File: src/hdl/soc_macros.svh
`ifndef SOC_MACROS_SVH
`define SOC_MACROS_SVH

// bus widths
`define SOC_ADDR_W 32
`define SOC_DATA_W 32
`define SOC_ID_W 4
`define SOC_STRB_W (`SOC_DATA_W / 8)

// configuration register block
`define CFG_REG_NUM 8
`define LED_W 16

// address map
`define CFG_PAGE 16'h1d12
`define MEM_TOP_BITS 5

`endif

File: src/hdl/axi_pkg.sv
`include "soc_macros.svh"

package axi_pkg;

    typedef logic [`SOC_ADDR_W-1:0] addr_t;
    typedef logic [`SOC_DATA_W-1:0] data_t;
    typedef logic [`SOC_ID_W-1:0]   id_t;
    typedef logic [`SOC_STRB_W-1:0] strb_t;

    typedef enum logic [1:0] {
        OKAY   = 2'b00,
        DECERR = 2'b11
    } resp_e;

    // single-beat channel payloads
    typedef struct packed {
        id_t   id;
        addr_t addr;
    } aw_chan_t;

    typedef struct packed {
        data_t data;
        strb_t strb;
    } w_chan_t;

    typedef struct packed {
        id_t   id;
        resp_e resp;
    } b_chan_t;

    typedef struct packed {
        id_t   id;
        addr_t addr;
    } ar_chan_t;

    typedef struct packed {
        id_t   id;
        data_t data;
        resp_e resp;
    } r_chan_t;

endpackage

File: src/hdl/soc_pkg.sv
`include "soc_macros.svh"

package soc_pkg;

    // values double as index into the demux target vectors
    typedef enum logic [1:0] {
        TGT_ERR = 2'd0,
        TGT_MEM = 2'd1,
        TGT_CFG = 2'd2
    } target_e;

    // register index from addr[4:2]
    typedef logic [$clog2(`CFG_REG_NUM)-1:0] reg_idx_t;

    typedef enum logic [1:0] {
        S_IDLE = 2'd0,
        S_RESP = 2'd1
    } slv_state_e;

    typedef logic [`LED_W-1:0] led_t;

endpackage

File: src/hdl/addr_demux.sv
`timescale 1ns/1ps
`include "soc_macros.svh"

module addr_demux (
    input  logic              soc_clk,
    input  logic              rst_n_i,
    // master side
    input  axi_pkg::aw_chan_t slv_aw_i,
    input  logic              slv_aw_valid_i,
    output logic              slv_aw_ready_o,
    input  axi_pkg::w_chan_t  slv_w_i,
    input  logic              slv_w_valid_i,
    output logic              slv_w_ready_o,
    output axi_pkg::b_chan_t  slv_b_o,
    output logic              slv_b_valid_o,
    input  logic              slv_b_ready_i,
    input  axi_pkg::ar_chan_t slv_ar_i,
    input  logic              slv_ar_valid_i,
    output logic              slv_ar_ready_o,
    output axi_pkg::r_chan_t  slv_r_o,
    output logic              slv_r_valid_o,
    input  logic              slv_r_ready_i,
    // main memory
    output axi_pkg::aw_chan_t mem_aw_o,
    output logic              mem_aw_valid_o,
    input  logic              mem_aw_ready_i,
    output axi_pkg::w_chan_t  mem_w_o,
    output logic              mem_w_valid_o,
    input  logic              mem_w_ready_i,
    input  axi_pkg::b_chan_t  mem_b_i,
    input  logic              mem_b_valid_i,
    output logic              mem_b_ready_o,
    output axi_pkg::ar_chan_t mem_ar_o,
    output logic              mem_ar_valid_o,
    input  logic              mem_ar_ready_i,
    input  axi_pkg::r_chan_t  mem_r_i,
    input  logic              mem_r_valid_i,
    output logic              mem_r_ready_o,
    // configuration registers
    output axi_pkg::aw_chan_t cfg_aw_o,
    output logic              cfg_aw_valid_o,
    input  logic              cfg_aw_ready_i,
    output axi_pkg::w_chan_t  cfg_w_o,
    output logic              cfg_w_valid_o,
    input  logic              cfg_w_ready_i,
    input  axi_pkg::b_chan_t  cfg_b_i,
    input  logic              cfg_b_valid_i,
    output logic              cfg_b_ready_o,
    output axi_pkg::ar_chan_t cfg_ar_o,
    output logic              cfg_ar_valid_o,
    input  logic              cfg_ar_ready_i,
    input  axi_pkg::r_chan_t  cfg_r_i,
    input  logic              cfg_r_valid_i,
    output logic              cfg_r_ready_o,
    // error slave
    output axi_pkg::aw_chan_t err_aw_o,
    output logic              err_aw_valid_o,
    input  logic              err_aw_ready_i,
    output axi_pkg::w_chan_t  err_w_o,
    output logic              err_w_valid_o,
    input  logic              err_w_ready_i,
    input  axi_pkg::b_chan_t  err_b_i,
    input  logic              err_b_valid_i,
    output logic              err_b_ready_o,
    output axi_pkg::ar_chan_t err_ar_o,
    output logic              err_ar_valid_o,
    input  logic              err_ar_ready_i,
    input  axi_pkg::r_chan_t  err_r_i,
    input  logic              err_r_valid_i,
    output logic              err_r_ready_o
);

    import axi_pkg::*;
    import soc_pkg::*;

    // per-target handshake bits, bit position is the target_e value
    logic [2:0] tgt_aw_valid, tgt_aw_ready, tgt_w_valid, tgt_w_ready;
    logic [2:0] tgt_b_valid, tgt_b_ready, tgt_ar_valid, tgt_ar_ready;
    logic [2:0] tgt_r_valid, tgt_r_ready, wr_oh, rd_oh;
    b_chan_t    tgt_b [3];
    r_chan_t    tgt_r [3];
    target_e    aw_sel, ar_sel, wr_tgt, rd_tgt, wr_tgt_q, rd_tgt_q;
    logic       wr_busy_q, rd_busy_q, w_open;

    function automatic target_e decode(input addr_t addr);
        if (addr[`SOC_ADDR_W-1 -: `MEM_TOP_BITS] == '0)
            return TGT_MEM;
        else if (addr[`SOC_ADDR_W-1 -: 16] == `CFG_PAGE)
            return TGT_CFG;
        return TGT_ERR;
    endfunction

    assign tgt_aw_ready = {cfg_aw_ready_i, mem_aw_ready_i, err_aw_ready_i};
    assign tgt_w_ready  = {cfg_w_ready_i, mem_w_ready_i, err_w_ready_i};
    assign tgt_b_valid  = {cfg_b_valid_i, mem_b_valid_i, err_b_valid_i};
    assign tgt_ar_ready = {cfg_ar_ready_i, mem_ar_ready_i, err_ar_ready_i};
    assign tgt_r_valid  = {cfg_r_valid_i, mem_r_valid_i, err_r_valid_i};
    assign tgt_b = '{err_b_i, mem_b_i, cfg_b_i};
    assign tgt_r = '{err_r_i, mem_r_i, cfg_r_i};

    assign {cfg_aw_valid_o, mem_aw_valid_o, err_aw_valid_o} = tgt_aw_valid;
    assign {cfg_w_valid_o, mem_w_valid_o, err_w_valid_o}    = tgt_w_valid;
    assign {cfg_b_ready_o, mem_b_ready_o, err_b_ready_o}    = tgt_b_ready;
    assign {cfg_ar_valid_o, mem_ar_valid_o, err_ar_valid_o} = tgt_ar_valid;
    assign {cfg_r_ready_o, mem_r_ready_o, err_r_ready_o}    = tgt_r_ready;

    // request payloads fan out, only the valids are steered
    assign mem_aw_o = slv_aw_i;
    assign cfg_aw_o = slv_aw_i;
    assign err_aw_o = slv_aw_i;
    assign mem_w_o  = slv_w_i;
    assign cfg_w_o  = slv_w_i;
    assign err_w_o  = slv_w_i;
    assign mem_ar_o = slv_ar_i;
    assign cfg_ar_o = slv_ar_i;
    assign err_ar_o = slv_ar_i;

    // write path: decoded target while idle, latched one while busy
    assign aw_sel = decode(slv_aw_i.addr);
    assign wr_tgt = wr_busy_q ? wr_tgt_q : aw_sel;
    assign wr_oh  = 3'b001 << wr_tgt;
    // W may travel together with its AW, slaves take both in one cycle
    assign w_open = wr_busy_q | slv_aw_valid_i;

    assign tgt_aw_valid   = {3{slv_aw_valid_i & ~wr_busy_q}} & wr_oh;
    assign tgt_w_valid    = {3{slv_w_valid_i & w_open}} & wr_oh;
    assign tgt_b_ready    = {3{slv_b_ready_i & wr_busy_q}} & wr_oh;
    assign slv_aw_ready_o = ~wr_busy_q & tgt_aw_ready[wr_tgt];
    assign slv_w_ready_o  = w_open & tgt_w_ready[wr_tgt];
    assign slv_b_valid_o  = wr_busy_q & tgt_b_valid[wr_tgt];
    assign slv_b_o        = tgt_b[wr_tgt];

    always_ff @(posedge soc_clk) begin
        if (!rst_n_i) begin
            wr_busy_q <= 1'b0;
            wr_tgt_q  <= TGT_ERR;
        end else if (slv_aw_valid_i && slv_aw_ready_o) begin
            wr_busy_q <= 1'b1;
            wr_tgt_q  <= aw_sel;
        end else if (slv_b_valid_o && slv_b_ready_i) begin
            wr_busy_q <= 1'b0;
        end
    end

    // read path
    assign ar_sel = decode(slv_ar_i.addr);
    assign rd_tgt = rd_busy_q ? rd_tgt_q : ar_sel;
    assign rd_oh  = 3'b001 << rd_tgt;

    assign tgt_ar_valid   = {3{slv_ar_valid_i & ~rd_busy_q}} & rd_oh;
    assign tgt_r_ready    = {3{slv_r_ready_i & rd_busy_q}} & rd_oh;
    assign slv_ar_ready_o = ~rd_busy_q & tgt_ar_ready[rd_tgt];
    assign slv_r_valid_o  = rd_busy_q & tgt_r_valid[rd_tgt];
    assign slv_r_o        = tgt_r[rd_tgt];

    always_ff @(posedge soc_clk) begin
        if (!rst_n_i) begin
            rd_busy_q <= 1'b0;
            rd_tgt_q  <= TGT_ERR;
        end else if (slv_ar_valid_i && slv_ar_ready_o) begin
            rd_busy_q <= 1'b1;
            rd_tgt_q  <= ar_sel;
        end else if (slv_r_valid_o && slv_r_ready_i) begin
            rd_busy_q <= 1'b0;
        end
    end

endmodule

File: src/hdl/confreg.sv
`timescale 1ns/1ps
`include "soc_macros.svh"

module confreg (
    input  logic              soc_clk,
    input  logic              rst_n_i,
    input  axi_pkg::aw_chan_t s_aw_i,
    input  logic              s_aw_valid_i,
    output logic              s_aw_ready_o,
    input  axi_pkg::w_chan_t  s_w_i,
    input  logic              s_w_valid_i,
    output logic              s_w_ready_o,
    output axi_pkg::b_chan_t  s_b_o,
    output logic              s_b_valid_o,
    input  logic              s_b_ready_i,
    input  axi_pkg::ar_chan_t s_ar_i,
    input  logic              s_ar_valid_i,
    output logic              s_ar_ready_o,
    output axi_pkg::r_chan_t  s_r_o,
    output logic              s_r_valid_o,
    input  logic              s_r_ready_i,
    output soc_pkg::led_t     led_o
);

    import axi_pkg::*;
    import soc_pkg::*;

    data_t      regs [`CFG_REG_NUM];
    slv_state_e wr_state, rd_state;
    reg_idx_t   wr_idx, rd_idx;
    b_chan_t    b_q;
    r_chan_t    r_q;
    logic       wr_fire, rd_fire;

    // AW and W are taken in the same cycle
    assign wr_fire = (wr_state == S_IDLE) & s_aw_valid_i & s_w_valid_i;
    assign rd_fire = (rd_state == S_IDLE) & s_ar_valid_i;
    assign wr_idx  = s_aw_i.addr[4:2];
    assign rd_idx  = s_ar_i.addr[4:2];

    assign s_aw_ready_o = wr_fire;
    assign s_w_ready_o  = wr_fire;
    assign s_ar_ready_o = (rd_state == S_IDLE);
    assign s_b_valid_o  = (wr_state == S_RESP);
    assign s_r_valid_o  = (rd_state == S_RESP);
    assign s_b_o        = b_q;
    assign s_r_o        = r_q;

    assign led_o = regs[0][`LED_W-1:0];

    always_ff @(posedge soc_clk) begin
        if (!rst_n_i) begin
            for (int i = 0; i < `CFG_REG_NUM; i++) begin
                regs[i] <= '0;
            end
        end else if (wr_fire) begin
            // byte-wise update under the strobes
            for (int b = 0; b < `SOC_STRB_W; b++) begin
                if (s_w_i.strb[b])
                    regs[wr_idx][8*b +: 8] <= s_w_i.data[8*b +: 8];
            end
        end
    end

    always_ff @(posedge soc_clk) begin
        if (!rst_n_i) begin
            wr_state <= S_IDLE;
            rd_state <= S_IDLE;
        end else begin
            if (wr_fire)
                wr_state <= S_RESP;
            else if (wr_state == S_RESP && s_b_ready_i)
                wr_state <= S_IDLE;
            if (rd_fire)
                rd_state <= S_RESP;
            else if (rd_state == S_RESP && s_r_ready_i)
                rd_state <= S_IDLE;
        end
    end

    // held responses, read sees the value before a same-cycle write
    always_ff @(posedge soc_clk) begin
        if (wr_fire)
            b_q <= '{id: s_aw_i.id, resp: OKAY};
        if (rd_fire)
            r_q <= '{id: s_ar_i.id, data: regs[rd_idx], resp: OKAY};
    end

endmodule

File: src/hdl/error_slave.sv
`timescale 1ns/1ps

module error_slave (
    input  logic              soc_clk,
    input  logic              rst_n_i,
    input  axi_pkg::aw_chan_t s_aw_i,
    input  logic              s_aw_valid_i,
    output logic              s_aw_ready_o,
    input  axi_pkg::w_chan_t  s_w_i,
    input  logic              s_w_valid_i,
    output logic              s_w_ready_o,
    output axi_pkg::b_chan_t  s_b_o,
    output logic              s_b_valid_o,
    input  logic              s_b_ready_i,
    input  axi_pkg::ar_chan_t s_ar_i,
    input  logic              s_ar_valid_i,
    output logic              s_ar_ready_o,
    output axi_pkg::r_chan_t  s_r_o,
    output logic              s_r_valid_o,
    input  logic              s_r_ready_i
);

    import axi_pkg::*;
    import soc_pkg::*;

    slv_state_e wr_state, rd_state;
    id_t        b_id_q, r_id_q;
    logic       wr_fire, rd_fire;

    // write data is swallowed, only the ID is kept
    assign wr_fire = (wr_state == S_IDLE) & s_aw_valid_i & s_w_valid_i;
    assign rd_fire = (rd_state == S_IDLE) & s_ar_valid_i;

    assign s_aw_ready_o = wr_fire;
    assign s_w_ready_o  = wr_fire;
    assign s_ar_ready_o = (rd_state == S_IDLE);
    assign s_b_valid_o  = (wr_state == S_RESP);
    assign s_r_valid_o  = (rd_state == S_RESP);
    assign s_b_o        = '{id: b_id_q, resp: DECERR};
    assign s_r_o        = '{id: r_id_q, data: '0, resp: DECERR};

    always_ff @(posedge soc_clk) begin
        if (!rst_n_i) begin
            wr_state <= S_IDLE;
            rd_state <= S_IDLE;
        end else begin
            if (wr_fire)
                wr_state <= S_RESP;
            else if (wr_state == S_RESP && s_b_ready_i)
                wr_state <= S_IDLE;
            if (rd_fire)
                rd_state <= S_RESP;
            else if (rd_state == S_RESP && s_r_ready_i)
                rd_state <= S_IDLE;
        end
    end

    always_ff @(posedge soc_clk) begin
        if (wr_fire)
            b_id_q <= s_aw_i.id;
        if (rd_fire)
            r_id_q <= s_ar_i.id;
    end

endmodule

File: src/hdl/soc_top.sv
`timescale 1ns/1ps

module soc_top (
    input  logic              soc_clk,
    input  logic              rst_n_i,
    // cpu master port
    input  axi_pkg::aw_chan_t cpu_aw_i,
    input  logic              cpu_aw_valid_i,
    output logic              cpu_aw_ready_o,
    input  axi_pkg::w_chan_t  cpu_w_i,
    input  logic              cpu_w_valid_i,
    output logic              cpu_w_ready_o,
    output axi_pkg::b_chan_t  cpu_b_o,
    output logic              cpu_b_valid_o,
    input  logic              cpu_b_ready_i,
    input  axi_pkg::ar_chan_t cpu_ar_i,
    input  logic              cpu_ar_valid_i,
    output logic              cpu_ar_ready_o,
    output axi_pkg::r_chan_t  cpu_r_o,
    output logic              cpu_r_valid_o,
    input  logic              cpu_r_ready_i,
    // external memory
    output axi_pkg::aw_chan_t mem_aw_o,
    output logic              mem_aw_valid_o,
    input  logic              mem_aw_ready_i,
    output axi_pkg::w_chan_t  mem_w_o,
    output logic              mem_w_valid_o,
    input  logic              mem_w_ready_i,
    input  axi_pkg::b_chan_t  mem_b_i,
    input  logic              mem_b_valid_i,
    output logic              mem_b_ready_o,
    output axi_pkg::ar_chan_t mem_ar_o,
    output logic              mem_ar_valid_o,
    input  logic              mem_ar_ready_i,
    input  axi_pkg::r_chan_t  mem_r_i,
    input  logic              mem_r_valid_i,
    output logic              mem_r_ready_o,
    output soc_pkg::led_t     led_o
);

    import axi_pkg::*;

    aw_chan_t cfg_aw, err_aw;
    w_chan_t  cfg_w, err_w;
    b_chan_t  cfg_b, err_b;
    ar_chan_t cfg_ar, err_ar;
    r_chan_t  cfg_r, err_r;
    logic     cfg_aw_valid, cfg_aw_ready, cfg_w_valid, cfg_w_ready, cfg_b_valid, cfg_b_ready;
    logic     cfg_ar_valid, cfg_ar_ready, cfg_r_valid, cfg_r_ready;
    logic     err_aw_valid, err_aw_ready, err_w_valid, err_w_ready, err_b_valid, err_b_ready;
    logic     err_ar_valid, err_ar_ready, err_r_valid, err_r_ready;

    addr_demux u_addr_demux (
        .soc_clk (soc_clk),
        .rst_n_i (rst_n_i),
        .slv_aw_i(cpu_aw_i), .slv_aw_valid_i(cpu_aw_valid_i), .slv_aw_ready_o(cpu_aw_ready_o),
        .slv_w_i (cpu_w_i),  .slv_w_valid_i (cpu_w_valid_i),  .slv_w_ready_o (cpu_w_ready_o),
        .slv_b_o (cpu_b_o),  .slv_b_valid_o (cpu_b_valid_o),  .slv_b_ready_i (cpu_b_ready_i),
        .slv_ar_i(cpu_ar_i), .slv_ar_valid_i(cpu_ar_valid_i), .slv_ar_ready_o(cpu_ar_ready_o),
        .slv_r_o (cpu_r_o),  .slv_r_valid_o (cpu_r_valid_o),  .slv_r_ready_i (cpu_r_ready_i),
        .mem_aw_o(mem_aw_o), .mem_aw_valid_o(mem_aw_valid_o), .mem_aw_ready_i(mem_aw_ready_i),
        .mem_w_o (mem_w_o),  .mem_w_valid_o (mem_w_valid_o),  .mem_w_ready_i (mem_w_ready_i),
        .mem_b_i (mem_b_i),  .mem_b_valid_i (mem_b_valid_i),  .mem_b_ready_o (mem_b_ready_o),
        .mem_ar_o(mem_ar_o), .mem_ar_valid_o(mem_ar_valid_o), .mem_ar_ready_i(mem_ar_ready_i),
        .mem_r_i (mem_r_i),  .mem_r_valid_i (mem_r_valid_i),  .mem_r_ready_o (mem_r_ready_o),
        .cfg_aw_o(cfg_aw),   .cfg_aw_valid_o(cfg_aw_valid),   .cfg_aw_ready_i(cfg_aw_ready),
        .cfg_w_o (cfg_w),    .cfg_w_valid_o (cfg_w_valid),    .cfg_w_ready_i (cfg_w_ready),
        .cfg_b_i (cfg_b),    .cfg_b_valid_i (cfg_b_valid),    .cfg_b_ready_o (cfg_b_ready),
        .cfg_ar_o(cfg_ar),   .cfg_ar_valid_o(cfg_ar_valid),   .cfg_ar_ready_i(cfg_ar_ready),
        .cfg_r_i (cfg_r),    .cfg_r_valid_i (cfg_r_valid),    .cfg_r_ready_o (cfg_r_ready),
        .err_aw_o(err_aw),   .err_aw_valid_o(err_aw_valid),   .err_aw_ready_i(err_aw_ready),
        .err_w_o (err_w),    .err_w_valid_o (err_w_valid),    .err_w_ready_i (err_w_ready),
        .err_b_i (err_b),    .err_b_valid_i (err_b_valid),    .err_b_ready_o (err_b_ready),
        .err_ar_o(err_ar),   .err_ar_valid_o(err_ar_valid),   .err_ar_ready_i(err_ar_ready),
        .err_r_i (err_r),    .err_r_valid_i (err_r_valid),    .err_r_ready_o (err_r_ready)
    );

    // 0x1d12_xxxx page
    confreg u_confreg (
        .soc_clk(soc_clk),
        .rst_n_i(rst_n_i),
        .s_aw_i (cfg_aw), .s_aw_valid_i(cfg_aw_valid), .s_aw_ready_o(cfg_aw_ready),
        .s_w_i  (cfg_w),  .s_w_valid_i (cfg_w_valid),  .s_w_ready_o (cfg_w_ready),
        .s_b_o  (cfg_b),  .s_b_valid_o (cfg_b_valid),  .s_b_ready_i (cfg_b_ready),
        .s_ar_i (cfg_ar), .s_ar_valid_i(cfg_ar_valid), .s_ar_ready_o(cfg_ar_ready),
        .s_r_o  (cfg_r),  .s_r_valid_o (cfg_r_valid),  .s_r_ready_i (cfg_r_ready),
        .led_o  (led_o)
    );

    // everything outside memory and the confreg page
    error_slave u_error_slave (
        .soc_clk(soc_clk),
        .rst_n_i(rst_n_i),
        .s_aw_i (err_aw), .s_aw_valid_i(err_aw_valid), .s_aw_ready_o(err_aw_ready),
        .s_w_i  (err_w),  .s_w_valid_i (err_w_valid),  .s_w_ready_o (err_w_ready),
        .s_b_o  (err_b),  .s_b_valid_o (err_b_valid),  .s_b_ready_i (err_b_ready),
        .s_ar_i (err_ar), .s_ar_valid_i(err_ar_valid), .s_ar_ready_o(err_ar_ready),
        .s_r_o  (err_r),  .s_r_valid_o (err_r_valid),  .s_r_ready_i (err_r_ready)
    );

endmodule

File: config.mk
export PLATFORM = sky130hd
export DESIGN_NAME = soc_top
export DESIGN_NICKNAME = d
export VERILOG_FILES = /design/src/hdl/axi_pkg.sv /design/src/hdl/soc_pkg.sv /design/src/hdl/addr_demux.sv /design/src/hdl/confreg.sv /design/src/hdl/error_slave.sv /design/src/hdl/soc_top.sv
export VERILOG_INCLUDE_DIRS = /design/src /design/src/hdl
export SDC_FILE = /design/constraint.sdc
export NUM_CORES = 1
export LEC_CHECK = 0
export BUFFER_PORTS_ARGS = -buffer_cell sky130_fd_sc_hd__buf_2
export CAP_MARGIN = 20
export CORE_AREA = 3 3 172 174
export CTS_CLUSTER_SIZE = 24
export DETAILED_ROUTE_END_ITERATION = 7
export DIE_AREA = 0 0 175 177
export GPL_TIMING_DRIVEN = 0
export PLACE_DENSITY = 0.8
export RECOVER_POWER = 25
export SLEW_MARGIN = 5
export SYNTH_ARGS = -nofsm -noshare
export SYNTH_HDL_FRONTEND = slang
export SYNTH_SLANG_ARGS = --single-unit
File: constraint.sdc
create_clock -name soc_clk -period 6.1 [get_ports soc_clk]
set_input_delay 0.61 -clock soc_clk [delete_from_list [all_inputs] [get_ports soc_clk]]
set_output_delay 0.61 -clock soc_clk [all_outputs]
set_load 0.01 [all_outputs]
==> flow_metrics.tcl <==
set metrics [dict create \
    drc_errors 0 \
    grt_setup_unrepaired "false" \
    layout_common_cells "edfxtp_1 (304), and2_1 (244), buf_2 (221)" \
    clk_pin_slew_ns 0.06 \
    grt_max_degree 15 \
    seq_area_frac_synth 0.601 \
    start_kind "input port" \
    clock_latency_ns 0.55 \
    syn_to_final_growth_pct 19.5 \
    dp.cells 1794 \
    fin_skew_ns 0.0145 \
    ctsHoldBuffers 0 \
    chipHeight_um 177 \
    ir_drop_mv 0.195 \
    leakagePower_nw 7.21 \
    tightest_slew_ns 1.09 \
    ys_ff_latch 314 \
    crit_type "input port to primary output" \
    maxSlewViolCount 0 \
    rows 61 \
    routedWlPerCell_um 20.0 \
    fillers 2076 \
    final_cells 1866 \
    start_util 0.555 \
    required_ns 5.49 \
    synth_area_leaders "edfxtp_1 (59%), and2_1 (10%), mux4_2 (9.3%)" \
    syn_avg_cell_area_um2 14.3 \
    clockBufferDepth 3 \
    setup_viol 0 \
    max_freq_mhz 261 \
    cts_setup_buffers 0 \
    cp_cell_sequence "buf_2 -> or3_1 -> o41a_1 -> a21oi_1 -> clkbuf_1 -> a22o_1 -> buf_2" \
    syn_inst 1085 \
    async_flop_share 0 \
    crit_top_cell "buf_2" \
    die_x_um 175 \
    dr.pass1.iters 5 \
    synth_edf_count 304 \
    dp_hpwl_um 28400 \
    fin_nets 1628 \
    relSlewSlack 0.271 \
    ant_nets 0 \
    antenna_found_initial 1 \
    power.density_nw_per_um2 254 \
    io_pins 342 \
    synth_top_area_share 0.589 \
    final_common_cell "edfxtp_1" \
    period_share 0.629 \
    synth_ff_type "edfxtp_1" \
    drv_cap 0 \
    routed_wl_um 37200 \
    cpMaxStageDelayCell "a21oi_1" \
    setup_slack_ns 2.26 \
    drive_above_1_share 0.350 \
    port_buffers 311 \
    grt_pass1_vias 10420 \
    root_buffer "clkbuf_16" \
    gp_congestion 0.898 \
    syn_area_um2 15500 \
    netlist-cell-type-count 48 \
    ys_warn_count 0 \
    final_core_util 0.663 \
    cts_tree "yes" \
    vias 10044 \
    path_max_fanout 10 \
    hold_path.class "input port to flip-flop" \
    status "complete, no violations" \
    slowest_delay_ns 0.63 \
    htreeDepth 1 \
    cts-buffers-inserted 31 \
    holdWs_ns 0.306 \
    post-route-min-period_ns 3.84 \
    dieArea_um2 31000 \
    yosysTopAreaCell "edfxtp_1" \
    grt_util_all_layers 0.235 \
    grt_first_pass_wirelength_um 56600 \
    core_region_area_um2 27900 \
    cts_resized 0 \
    drt-initial-drc-count 789 \
    arrival_ns 3.23 \
    post-place-ws_ns 2.08 \
    cts_sinks 314 \
    overflow 0 \
    cp-end-kind "primary output" \
    syn-num-nets 1249 \
    vias_per_cell 5.38 \
    hold_violations 0 \
]
==> critical path: cells and delay by family <==
kind                   cells  cell delay (ns)
buffers and inverters      3             0.85
AO/OA/AOI/OAI              3             1.35
AND/OR/NAND/NOR            1             0.41
==> synth_stat cells, types with 2 or more instances <==
cell type  count
edfxtp_1     304
and2_1       260
buf_4        126
mux4_2        64
o21ai_0       43
nor2_1        37
mux2_2        33
a22o_1        32
nand2_1       25
clkbuf_1      22
mux2i_1       15
nor2_4        13
a21oi_1       11
dfxtp_1       10
nand3_1        9
buf_1          7
buf_2          7
nor3_1         5
or3_1          5
or4_4          5
buf_6          4
inv_1          4
nand3b_1       4
o21a_1         4
and3_1         3
nor2_2         3
o31ai_1        3
nand2b_1       2
nand4_1        2
nor3b_1        2
nor4_1         2
o41ai_2        2
or4_1          2
==> state kept, by name, indices dropped and copies added (netlist names) <==
register / cells
u_addr_demux.rd_tgt_q: 2
u_error_slave.b_id_q: 4
u_addr_demux.rd_busy_q: 1
u_confreg.s_b_o: 4
u_confreg.rd_state: 1
u_error_slave.rd_state: 1
u_error_slave.r_id_q: 4
u_confreg.regs: 256
u_addr_demux.wr_tgt_q: 2
u_error_slave.wr_state: 1
u_addr_demux.wr_busy_q: 1
u_confreg.wr_state: 1
u_confreg.s_r_o: 36
==> layout make-up <==
| class | instances | area [um2] | share of cell area |
|---|---|---|---|
| antenna | 1 | 2.50 | 0.000135 |
| buffer | 166 | 1110 | 0.0602 |
| clock buffer | 44 | 865 | 0.0467 |
| clock inverter | 12 | 106 | 0.00574 |
| inverter | 5 | 18.8 | 0.00101 |
| multi-input combinational | 600 | 4980 | 0.269 |
| sequential | 314 | 9330 | 0.503 |
| tap | 378 | 473 | 0.0255 |
| timing repair buffer | 346 | 1640 | 0.0885 |
==> metal layers <==
metal	vias to the layer above	part of all wire	global-route usage
met1	4843	0.36	0.273
met2	487	0.54	0.446
met3	60	0.078	0.0425
met5	-	0	0
met4	0	0.022	0.0645
li1	4654	-	-
==> stage by stage <==
stage / power (W) / TNS [ns] / instance area, um2
floorplan: 0.00274 / 0 / 15500
global placement: 0.00292 / -29.10 / 17500
detailed placement: 0.00294 / 0 / 17700
CTS: 0.00473 / 0 / 18700
global route: 0.00486 / 0 / 18500
finish: 0.00470 / 0 / 18500
==> logic make-up after synthesis <==
kind of cell / share of synthesized area
muxes: 0.127
DFF: 0.601
buffers and inverters: 0.0744
AOI/OAI and AO/OA: 0.0447
and+or+nand+nor: 0.153
==> where the power goes <==
group	switching [W]	internal (W)
registers	0.0000215	0.00243
clock network	0.000757	0.00106
logic	0.000233	0.000205
==> worst paths after layout <==
check	startpoint	to	cells past startpoint	slack, ns
worst min-delay path	cpu_aw_i[33]	u_error_slave.b_id_q[1]	1	0.31
worst max-delay path	cpu_ar_i[29]	cpu_r_o[14]	7	2.26
worst min register to register	u_addr_demux.rd_tgt_q[0]	u_addr_demux.rd_tgt_q[0]	2	0.48
worst max register to register	u_addr_demux.wr_busy_q	u_confreg.regs[5][4]	8	3.00
No activity file was read; power rests on OpenSTA's default activity.
